$ cat src/common/dma_writer_pkg.sv
////////////////////////////////////////////////////////////
// Writer geometry is fixed at compile time. Every channel
// drains a whole number of bursts and every burst a whole
// number of two-word beats
////////////////////////////////////////////////////////////
`default_nettype none

package dma_writer_pkg;

    // Input streams
    localparam int N_CHANNELS   = 4;
    localparam int SAMPLE_WIDTH = 32;
    localparam int DEST_WIDTH   = 16;
    localparam int USER_WIDTH   = 16;

    // A word is {user, dest, data}, two words make one beat
    localparam int WORD_WIDTH     = 64;
    localparam int BEAT_WIDTH     = 128;
    localparam int WORDS_PER_BEAT = 2;

    // Burst geometry
    localparam int BURST_LEN       = 4;
    localparam int BURST_BYTES     = 64;
    localparam int CHANNEL_SAMPLES = 16;
    localparam int ADDR_WIDTH      = 32;
    localparam int BURSTS_PER_RUN  =
        N_CHANNELS * CHANNEL_SAMPLES / (WORDS_PER_BEAT * BURST_LEN);

    // Counter widths, one spare bit so the final count is representable
    localparam int BURST_IDX_WIDTH  = $clog2(BURSTS_PER_RUN) + 1;
    localparam int BEAT_CNT_WIDTH   = $clog2(BURST_LEN) + 1;
    localparam int SAMPLE_CNT_WIDTH = $clog2(CHANNEL_SAMPLES) + 1;

    typedef logic [1:0] sel_t;

    typedef enum logic [2:0] {
        idle,
        start_burst,
        send_beat,
        wait_response,
        next_channel
    } writer_state_t;

endpackage

`default_nettype wire

$ cat src/common/axi_write_pkg.sv
////////////////////////////////////////////////////////////
// Only the AXI write fields the writer drives are defined.
// Beats are always 16 bytes wide with every strobe set
////////////////////////////////////////////////////////////
`default_nettype none

package axi_write_pkg;

    localparam int AXI_LEN_WIDTH   = 8;
    localparam int AXI_SIZE_WIDTH  = 3;
    localparam int AXI_BURST_WIDTH = 2;
    localparam int WSTRB_WIDTH     = 16;

    localparam logic [AXI_SIZE_WIDTH-1:0]  AXI_SIZE_16B   = 3'b100;
    localparam logic [AXI_BURST_WIDTH-1:0] AXI_BURST_INCR = 2'b01;
    localparam logic [WSTRB_WIDTH-1:0]     WSTRB_ALL      = '1;

    typedef enum logic [1:0] {
        okay   = 2'b00,
        exokay = 2'b01,
        slverr = 2'b10,
        decerr = 2'b11
    } axi_resp_t;

endpackage

`default_nettype wire

$ cat src/hw/channel_select.sv
////////////////////////////////////////////////////////////
// Purely combinational. The selector must only change
// while no sample handshake is pending on the old channel
////////////////////////////////////////////////////////////
`default_nettype none

module channel_select
    import dma_writer_pkg::*;
(
    input  wire [N_CHANNELS-1:0][SAMPLE_WIDTH-1:0] in_data,
    input  wire [N_CHANNELS-1:0][DEST_WIDTH-1:0]   in_dest,
    input  wire [N_CHANNELS-1:0][USER_WIDTH-1:0]   in_user,
    input  wire [N_CHANNELS-1:0]                   in_valid,
    output logic [N_CHANNELS-1:0]                  in_ready,
    input  wire sel_t                              selector,
    output logic [SAMPLE_WIDTH-1:0]                sample_data,
    output logic [DEST_WIDTH-1:0]                  sample_dest,
    output logic [USER_WIDTH-1:0]                  sample_user,
    output logic                                   sample_valid,
    input  wire                                    sample_ready
);

    // Forward path
    assign sample_data  = in_data[selector];
    assign sample_dest  = in_dest[selector];
    assign sample_user  = in_user[selector];
    assign sample_valid = in_valid[selector];

    // Ready goes back to the selected channel only
    always_comb begin
        in_ready           = '0;
        in_ready[selector] = sample_ready;
    end

endmodule

`default_nettype wire

$ cat src/hw/word_packer.sv
////////////////////////////////////////////////////////////
// Holds at most one beat. Samples are taken only while the
// consumer asks for a beat and the output register is empty
////////////////////////////////////////////////////////////
`default_nettype none

module word_packer
    import dma_writer_pkg::*;
(
    input  wire                     clock,
    input  wire                     reset,
    input  wire [SAMPLE_WIDTH-1:0]  sample_data,
    input  wire [DEST_WIDTH-1:0]    sample_dest,
    input  wire [USER_WIDTH-1:0]    sample_user,
    input  wire                     sample_valid,
    output logic                    sample_ready,
    output logic [BEAT_WIDTH-1:0]   beat_data,
    output logic                    beat_valid,
    input  wire                     beat_ready
);

    logic [WORD_WIDTH-1:0]             word;
    logic [$clog2(WORDS_PER_BEAT)-1:0] word_count;
    logic                              word_take;

    assign word         = {sample_user, sample_dest, sample_data};
    assign sample_ready = beat_ready && !beat_valid;
    assign word_take    = sample_valid && sample_ready;

    always_ff @(posedge clock) begin
        if (!reset) begin
            word_count <= '0;
            beat_valid <= 1'b0;
        end else begin
            if (beat_valid && beat_ready) begin
                beat_valid <= 1'b0;
            end
            if (word_take) begin
                if (word_count == WORDS_PER_BEAT - 1) begin
                    word_count <= '0;
                    beat_valid <= 1'b1;
                end else begin
                    word_count <= word_count + 1'b1;
                end
            end
        end
    end

    // Low half fills first
    always_ff @(posedge clock) begin
        if (word_take) begin
            beat_data[word_count*WORD_WIDTH +: WORD_WIDTH] <= word;
        end
    end

    a_beat_stable: assert property (@(posedge clock) disable iff (!reset)
        (beat_valid && !beat_ready) |=> $stable(beat_data));

endmodule

`default_nettype wire

$ cat src/hw/burst_writer/burst_counters.sv
////////////////////////////////////////////////////////////
// The burst index runs on across channels, so addresses
// grow without gaps from the base of the run
////////////////////////////////////////////////////////////
`default_nettype none

module burst_counters
    import dma_writer_pkg::*;
(
    input  wire                    clock,
    input  wire                    reset,
    input  wire                    clear_counts,
    input  wire                    load_base,
    input  wire [ADDR_WIDTH-1:0]   base_addr,
    input  wire                    beat_sent,
    input  wire                    burst_sent,
    input  wire                    advance_channel,
    output logic [ADDR_WIDTH-1:0]  burst_addr,
    output logic                   last_beat,
    output logic                   channel_complete,
    output logic                   last_channel,
    output sel_t                   selector
);

    logic [ADDR_WIDTH-1:0]       target_base;
    logic [BURST_IDX_WIDTH-1:0]  burst_index;
    logic [BEAT_CNT_WIDTH-1:0]   beat_count;
    logic [SAMPLE_CNT_WIDTH-1:0] sample_count;

    assign burst_addr = target_base
        + ADDR_WIDTH'(burst_index) * ADDR_WIDTH'(BURST_BYTES);
    assign last_beat        = beat_count == BEAT_CNT_WIDTH'(BURST_LEN - 1);
    assign channel_complete = sample_count == SAMPLE_CNT_WIDTH'(CHANNEL_SAMPLES);
    assign last_channel     = selector == sel_t'(N_CHANNELS - 1);

    always_ff @(posedge clock) begin
        if (load_base) begin
            target_base <= base_addr;
        end
    end

    always_ff @(posedge clock) begin
        if (!reset || clear_counts) begin
            burst_index  <= '0;
            beat_count   <= '0;
            sample_count <= '0;
            selector     <= '0;
        end else begin
            if (beat_sent) begin
                beat_count <= last_beat ? '0 : beat_count + 1'b1;
            end
            if (burst_sent) begin
                burst_index <= burst_index + 1'b1;
            end
            // Moving on starts the next channel's sample tally
            if (advance_channel) begin
                selector     <= selector + 1'b1;
                sample_count <= '0;
            end else if (beat_sent) begin
                sample_count <= sample_count + SAMPLE_CNT_WIDTH'(WORDS_PER_BEAT);
            end
        end
    end

    a_beat_count_range: assert property (@(posedge clock) disable iff (!reset)
        beat_count <= BEAT_CNT_WIDTH'(BURST_LEN - 1));

endmodule

`default_nettype wire

$ cat src/hw/burst_writer/burst_writer_fsm.sv
////////////////////////////////////////////////////////////
// One burst in flight at a time, one W beat outstanding at
// a time. Write responses other than OKAY are not handled
////////////////////////////////////////////////////////////
`default_nettype none

module burst_writer_fsm
    import dma_writer_pkg::*, axi_write_pkg::*;
(
    input  wire                         clock,
    input  wire                         reset,
    input  wire                         buffer_full,
    input  wire                         disable_dma,
    input  wire [BEAT_WIDTH-1:0]        beat_data,
    input  wire                         beat_valid,
    output logic                        beat_ready,
    output logic [ADDR_WIDTH-1:0]       aw_addr,
    output logic [AXI_LEN_WIDTH-1:0]    aw_len,
    output logic [AXI_SIZE_WIDTH-1:0]   aw_size,
    output logic [AXI_BURST_WIDTH-1:0]  aw_burst,
    output logic                        aw_valid,
    input  wire                         aw_ready,
    output logic [BEAT_WIDTH-1:0]       w_data,
    output logic [WSTRB_WIDTH-1:0]      w_strb,
    output logic                        w_last,
    output logic                        w_valid,
    input  wire                         w_ready,
    input  wire                         b_valid,
    input  wire axi_resp_t              b_resp,
    output logic                        b_ready,
    input  wire [ADDR_WIDTH-1:0]        burst_addr,
    input  wire                         last_beat,
    input  wire                         channel_complete,
    input  wire                         last_channel,
    output logic                        load_base,
    output logic                        clear_counts,
    output logic                        beat_sent,
    output logic                        burst_sent,
    output logic                        advance_channel,
    output logic                        dma_done
);

    writer_state_t state;
    logic          start_run;
    logic          beat_take;
    logic          w_take;

    assign start_run = (state == idle) && buffer_full && !disable_dma;
    assign beat_take = beat_valid && beat_ready;
    assign w_take    = w_valid && w_ready;

    ////////////////////////////////////////////////////////////
    // Counter strobes
    ////////////////////////////////////////////////////////////
    assign load_base       = start_run;
    assign clear_counts    = start_run;
    assign beat_sent       = w_take;
    assign burst_sent      = (state == wait_response) && b_valid;
    assign advance_channel = (state == next_channel) && !last_channel && !disable_dma;

    // Fixed burst shape
    assign aw_len   = AXI_LEN_WIDTH'(BURST_LEN - 1);
    assign aw_size  = AXI_SIZE_16B;
    assign aw_burst = AXI_BURST_INCR;
    assign w_strb   = WSTRB_ALL;
    assign b_ready  = 1'b1;

    ////////////////////////////////////////////////////////////
    // Writer sequence
    ////////////////////////////////////////////////////////////
    always_ff @(posedge clock) begin
        if (!reset) begin
            state      <= idle;
            aw_valid   <= 1'b0;
            w_valid    <= 1'b0;
            w_last     <= 1'b0;
            beat_ready <= 1'b0;
            dma_done   <= 1'b0;
        end else begin
            dma_done <= 1'b0;
            unique case (state)
                idle: begin
                    if (start_run) begin
                        state <= start_burst;
                    end
                end
                start_burst: begin
                    // Address goes out one clock after entry
                    if (!aw_valid) begin
                        aw_valid <= 1'b1;
                    end else if (aw_ready) begin
                        aw_valid   <= 1'b0;
                        beat_ready <= 1'b1;
                        state      <= send_beat;
                    end
                end
                send_beat: begin
                    if (beat_take) begin
                        beat_ready <= 1'b0;
                        w_valid    <= 1'b1;
                        w_last     <= last_beat;
                    end
                    if (w_take) begin
                        w_valid <= 1'b0;
                        if (w_last) begin
                            state <= wait_response;
                        end else begin
                            beat_ready <= 1'b1;
                        end
                    end
                end
                wait_response: begin
                    if (b_valid) begin
                        state <= channel_complete ? next_channel : start_burst;
                    end
                end
                next_channel: begin
                    // A disable here ends the run at the channel boundary
                    if (last_channel || disable_dma) begin
                        dma_done <= 1'b1;
                        state    <= idle;
                    end else begin
                        state <= start_burst;
                    end
                end
                default: state <= idle;
            endcase
        end
    end

    always_ff @(posedge clock) begin
        if ((state == start_burst) && !aw_valid) begin
            aw_addr <= burst_addr;
        end
        if (beat_take) begin
            w_data <= beat_data;
        end
    end

    a_w_last_on_last_beat: assert property (@(posedge clock) disable iff (!reset)
        w_take |-> (w_last == last_beat));

    a_aw_only_in_start: assert property (@(posedge clock) disable iff (!reset)
        aw_valid |-> (state == start_burst));

    a_resp_okay: assert property (@(posedge clock) disable iff (!reset)
        burst_sent |-> (b_resp == okay));

endmodule

`default_nettype wire

$ cat src/hw/dma_mc_writer.sv
////////////////////////////////////////////////////////////
// AXI write side only, fixed 128-bit data. A run starts
// when buffer_full is seen in idle with disable_dma low
////////////////////////////////////////////////////////////
`default_nettype none

module dma_mc_writer
    import dma_writer_pkg::*, axi_write_pkg::*;
(
    input  wire                                    clock,
    input  wire                                    reset,
    input  wire                                    disable_dma,
    input  wire                                    buffer_full,
    input  wire [ADDR_WIDTH-1:0]                   dma_base_addr,
    input  wire [N_CHANNELS-1:0][SAMPLE_WIDTH-1:0] in_data,
    input  wire [N_CHANNELS-1:0][DEST_WIDTH-1:0]   in_dest,
    input  wire [N_CHANNELS-1:0][USER_WIDTH-1:0]   in_user,
    input  wire [N_CHANNELS-1:0]                   in_valid,
    output logic [N_CHANNELS-1:0]                  in_ready,
    output logic [ADDR_WIDTH-1:0]                  aw_addr,
    output logic [AXI_LEN_WIDTH-1:0]               aw_len,
    output logic [AXI_SIZE_WIDTH-1:0]              aw_size,
    output logic [AXI_BURST_WIDTH-1:0]             aw_burst,
    output logic                                   aw_valid,
    input  wire                                    aw_ready,
    output logic [BEAT_WIDTH-1:0]                  w_data,
    output logic [WSTRB_WIDTH-1:0]                 w_strb,
    output logic                                   w_last,
    output logic                                   w_valid,
    input  wire                                    w_ready,
    input  wire                                    b_valid,
    input  wire axi_resp_t                         b_resp,
    output logic                                   b_ready,
    output logic                                   dma_done
);

    sel_t                    selector;
    logic [SAMPLE_WIDTH-1:0] sample_data;
    logic [DEST_WIDTH-1:0]   sample_dest;
    logic [USER_WIDTH-1:0]   sample_user;
    logic                    sample_valid;
    logic                    sample_ready;
    logic [BEAT_WIDTH-1:0]   beat_data;
    logic                    beat_valid;
    logic                    beat_ready;
    logic [ADDR_WIDTH-1:0]   burst_addr;
    logic                    last_beat;
    logic                    channel_complete;
    logic                    last_channel;
    logic                    load_base;
    logic                    clear_counts;
    logic                    beat_sent;
    logic                    burst_sent;
    logic                    advance_channel;

    channel_select u_select (
        .in_data, .in_dest, .in_user, .in_valid, .in_ready, .selector,
        .sample_data, .sample_dest, .sample_user, .sample_valid, .sample_ready
    );

    word_packer u_packer (
        .clock, .reset, .sample_data, .sample_dest, .sample_user,
        .sample_valid, .sample_ready, .beat_data, .beat_valid, .beat_ready
    );

    burst_counters u_counters (
        .clock, .reset, .clear_counts, .load_base, .base_addr(dma_base_addr),
        .beat_sent, .burst_sent, .advance_channel, .burst_addr, .last_beat,
        .channel_complete, .last_channel, .selector
    );

    burst_writer_fsm u_fsm (
        .clock, .reset, .buffer_full, .disable_dma, .beat_data, .beat_valid,
        .beat_ready, .aw_addr, .aw_len, .aw_size, .aw_burst, .aw_valid, .aw_ready,
        .w_data, .w_strb, .w_last, .w_valid, .w_ready, .b_valid, .b_resp, .b_ready,
        .burst_addr, .last_beat, .channel_complete, .last_channel, .load_base,
        .clear_counts, .beat_sent, .burst_sent, .advance_channel, .dma_done
    );

endmodule

`default_nettype wire

$ cat config.mk
export PLATFORM = sky130hd
export DESIGN_NAME = dma_mc_writer
export DESIGN_NICKNAME = d
export VERILOG_FILES = /design/src/common/dma_writer_pkg.sv /design/src/common/axi_write_pkg.sv /design/src/hw/channel_select.sv /design/src/hw/word_packer.sv /design/src/hw/burst_writer/burst_counters.sv /design/src/hw/burst_writer/burst_writer_fsm.sv /design/src/hw/dma_mc_writer.sv
export SDC_FILE = /design/constraint.sdc
export NUM_CORES = 1
export LEC_CHECK = 0
export ABC_AREA = 1
export BUFFER_PORTS_ARGS = -buffer_cell sky130_fd_sc_hd__buf_2
export CORE_AREA = 3 3 193 195
export DETAILED_ROUTE_END_ITERATION = 16
export DIE_AREA = 0 0 196 198
export PLACE_DENSITY = 0.72
export REMOVE_ABC_BUFFERS = 1
export SETUP_SLACK_MARGIN = 0.2
export SLEW_MARGIN = 25
export SYNTH_ARGS = -nofsm -noshare
export SYNTH_HDL_FRONTEND = slang
export SYNTH_HIERARCHICAL = 1
export SYNTH_SLANG_ARGS = --single-unit
$ cat constraint.sdc
create_clock -name clock -period 4.7 [get_ports clock]
set_clock_uncertainty 0.15 [all_clocks]
set_input_delay 0.235 -clock clock [delete_from_list [all_inputs] [get_ports clock]]
set_output_delay 0.235 -clock clock [all_outputs]
set_load 0.01 [all_outputs]
==> impl_metrics.json <==
{
  "outcome": "complete, no violations",
  "holdPathEnd": "u_packer/beat_data[125]",
  "crit_slowest_cell": "dfxtp_4",
  "count_of_instances_resized_after_the_clock_tree_is_built": 0,
  "timing.final.max_slew_violations": 0,
  "critPathCaptureType": "register",
  "rrSetupSlack_ns": 2.03,
  "postCtsSetupRepairBufs": 0,
  "synth_cells": 1596,
  "total_leakage_power_nw": 9.36,
  "antenna_violations_before_repair": 1,
  "cellPowerDensity_nw_per_um2": 377,
  "path_max_fanout": 70,
  "cts_num_sinks": 343,
  "yosys-top-cells-area": "edfxtp_1 (62%), nand2_1 (18%), inv_1 (4.1%)",
  "worst_ep_required_time_ns": 4.69,
  "post_synth_num_cell_types": 37,
  "timing_worst_slew_pin_value_ns": 0.971,
  "grt_pass1_wl_um": 57300,
  "fp.dieH_um": 198,
  "fin_crit_ns": 2.67,
  "drt-vias-per-instance": 4.60,
  "grt_pass1_vias": 11114,
  "rr_endpoint": "u_packer/beat_data[114]",
  "ys_ff_latch": 343,
  "routabilityCongestion": 0.881,
  "startpoint_type": "register",
  "worst_path_most_repeated_cell": "nand2_1",
  "detailed_place.area_um2": 17900,
  "hold_path_depth": 7,
  "critical-path-max-stage-delay_ns": 0.88,
  "std_cell_rows": 69,
  "ys_dominant_reg_cell": "edfxtp_1",
  "worst_hold_path_type": "in2reg",
  "path_cells": "nand2_1, nand2_1, nand4_2, clkinv_2, buf_4",
  "number_of_enable_type_register_cells_in_the_synthesized_netlist": 320,
  "drt-total-wl_um": 38500,
  "cp_num_buf_inv": 2,
  "cts_max_level": 2,
  "hold_start": "in_user[13]",
  "reg2reg_depth": 5,
  "grt_util_all_layers": 0.188,
  "max_freq_ghz": 0.375,
  "synth_most_common_cell": "nand2_1",
  "synthArstFlopShare": 0,
  "final_hold_viol_count": 0,
  "cts_buffers": 36,
  "vdd_ir_drop_max_mv": 0.231,
  "design_area_um2": 19400,
  "synth_warnings": 6,
  "final.fill_count": 3141,
  "grt_setup_unrepaired": "no",
  "r2r-start": "u_counters/selector[1]",
  "drt_pass1_iterations": 7,
  "synth.largest_area_cell": "edfxtp_1",
  "sequential_cell_area_um2": 10100,
  "maxSlewHeadroom": 0.353,
  "share_of_cells_above_drive_strength_1": 0.264,
  "commonest_cells_in_the_synthesized_netlist": "nand2_1 (758), edfxtp_1 (320), inv_1 (171), nor2_1 (108), buf_4 (52)",
  "clk_root_buffer_cell": "clkbuf_16",
  "clock_latency_ns": 0.49,
  "place.port_buffers": 466,
  "gr-total-overflow": 0,
  "crit_family": "flip-flops",
  "multiInputGateArea_um2": 4170,
  "nNetsFinal": 2388,
  "dp.final_hpwl_um": 27700,
  "width_of_the_die_um": 196,
  "synth.top_cell.area_share": 0.621,
  "final_critical_path_setup_slack_ns": 2.03,
  "grt_start_max_net_pins": 118,
  "path_clk_slew_ns": 0.06,
  "post-route-drc-count": 0,
  "core_area_um2": 35600,
  "endpoints_failing_setup": 0,
  "drv_cap": 0,
  "type_of_the_setup_path_with_the_least_slack": "reg2reg",
  "via_count": 11791,
  "layout-area-overhead-vs-synth_pct": 25.5,
  "avgSynthCellArea_um2": 9.70,
  "timing.final.crit_share": 0.567,
  "fp.dieArea_um2": 38800,
  "top_level_ports": 499,
  "antenna_violating_nets_post_route": 0,
  "fin_tns_setup_ns": 0,
  "synth_sequential_area_ratio": 0.651,
  "synthesized_area_um2": 15500,
  "hold-worst-slack_ns": 0.0434,
  "cts-hold-fix-buffers": 37,
  "dpl_worst_slack_ns": 1.94,
  "cts_tree": "done",
  "post_drt_wl_per_cell_um": 15.0,
  "initial_utilization": 0.435,
  "arrival_ns": 2.65,
  "initialDrtViolationCount": 559,
  "max-clock-path-buffers": 3
}
[how the worst max path moves through the flow]
stage	startpoint	endpoint	depth (start not counted)
floorplan	u_counters/selector[0]	u_packer/beat_data[0]	7
global placement	u_counters/selector[0]	u_packer/beat_data[86]	8
detailed placement	u_counters/selector[0]	u_packer/beat_data[22]	8
CTS	u_counters/selector[0]	u_packer/beat_data[22]	8
global route	u_counters/selector[1]	u_packer/beat_data[114]	5
finish	u_counters/selector[1]	u_packer/beat_data[114]	5
[metrics by stage]
stage | util | power [W] | std cells
floorplan | - | 0.00429 | 1525
global placement | 0.504 | 0.00464 | 2463
detailed placement | 0.504 | 0.00467 | 2463
CTS | 0.546 | 0.00741 | 2565
global route | 0.546 | 0.00765 | 2565
finish | 0.546 | 0.00732 | 2566
[flip-flops by register name, summed over array words and instances, names as in the netlist]
| name | count |
|---|---|
| u_fsm/w_valid | 1 |
| u_fsm/state | 3 |
| u_fsm/dma_done | 1 |
| u_packer/word_count | 1 |
| u_fsm/w_data | 128 |
| u_counters/burst_index | 4 |
| u_fsm/w_last | 1 |
| u_counters/target_base | 32 |
| u_fsm/aw_valid | 1 |
| u_counters/selector | 2 |
| u_fsm/aw_addr | 32 |
| u_counters/sample_count | 4 |
| u_counters/beat_count | 3 |
| u_packer/beat_data | 128 |
| u_packer/beat_valid | 1 |
| u_fsm/beat_ready | 1 |
[cell type report]
cell class / count / area share
inverter: 176 / 0.0345
clock inverter: 17 / 0.00941
clock buffer: 48 / 0.0487
sequential: 343 / 0.519
timing repair buffer: 514 / 0.144
multi-input combinational: 1006 / 0.215
antenna: 1 / 0.000129
tap: 461 / 0.0297
[cells by family after synthesis]
logic type / synth area share
flip-flops: 0.651
buffers and inverters: 0.0877
AND/OR/NAND/NOR: 0.238
adder cells (fa/ha/maj): 0.00857
AO/OA/AOI/OAI: 0.00849
other: 0.000485
XOR/XNOR: 0.00566
[where the power goes]
group	internal, W	switching (W)	leakage [nW]
clock network	0.00159	0.00110	0.542
registers	0.00365	0.000125	3.11
logic	0.000314	0.000529	5.71
[tightest hold or removal path, stage by stage]
cell	delay (ns)
buf_2	0.08
nand2_1	0.04
nand2_1	0.05
nand2_1	0.04
nand2_1	0.06
nand2_1	0.05
inv_1	0.04
[per-layer routing]
layer | routed length, um | track usage | share of wire
met3 | 3200 | 0.0451 | 0.083
met5 | 0 | 0 | 0
met1 | 14500 | 0.216 | 0.38
met2 | 19500 | 0.342 | 0.51
met4 | 1400 | 0.0700 | 0.036
[layout by cell type, fill, tap and decap left out, types with 4 or more instances in the layout]
cell type      Yosys  layout
conb_1             2      30
nand3b_1          13      13
nand3_1           16      16
a21oi_1           16      16
dlygate4sd3_1      0      37
inv_2              4       4
clkbuf_1           6      12
clkinv_2           0       5
buf_4             52      10
nor2_4             3       4
dfxtp_1           23      20
clkinv_1           0       4
nor3_1             9       8
ha_1               9       9
buf_2             28     466
nand2_1          758     758
clkbuf_16          0      36
nand4_1            7       7
edfxtp_1         320     320
nor2_2             6       7
nor2_1           108     106
xor2_1             7       7
inv_1            171     169
(Power assumes the default switching activity.)
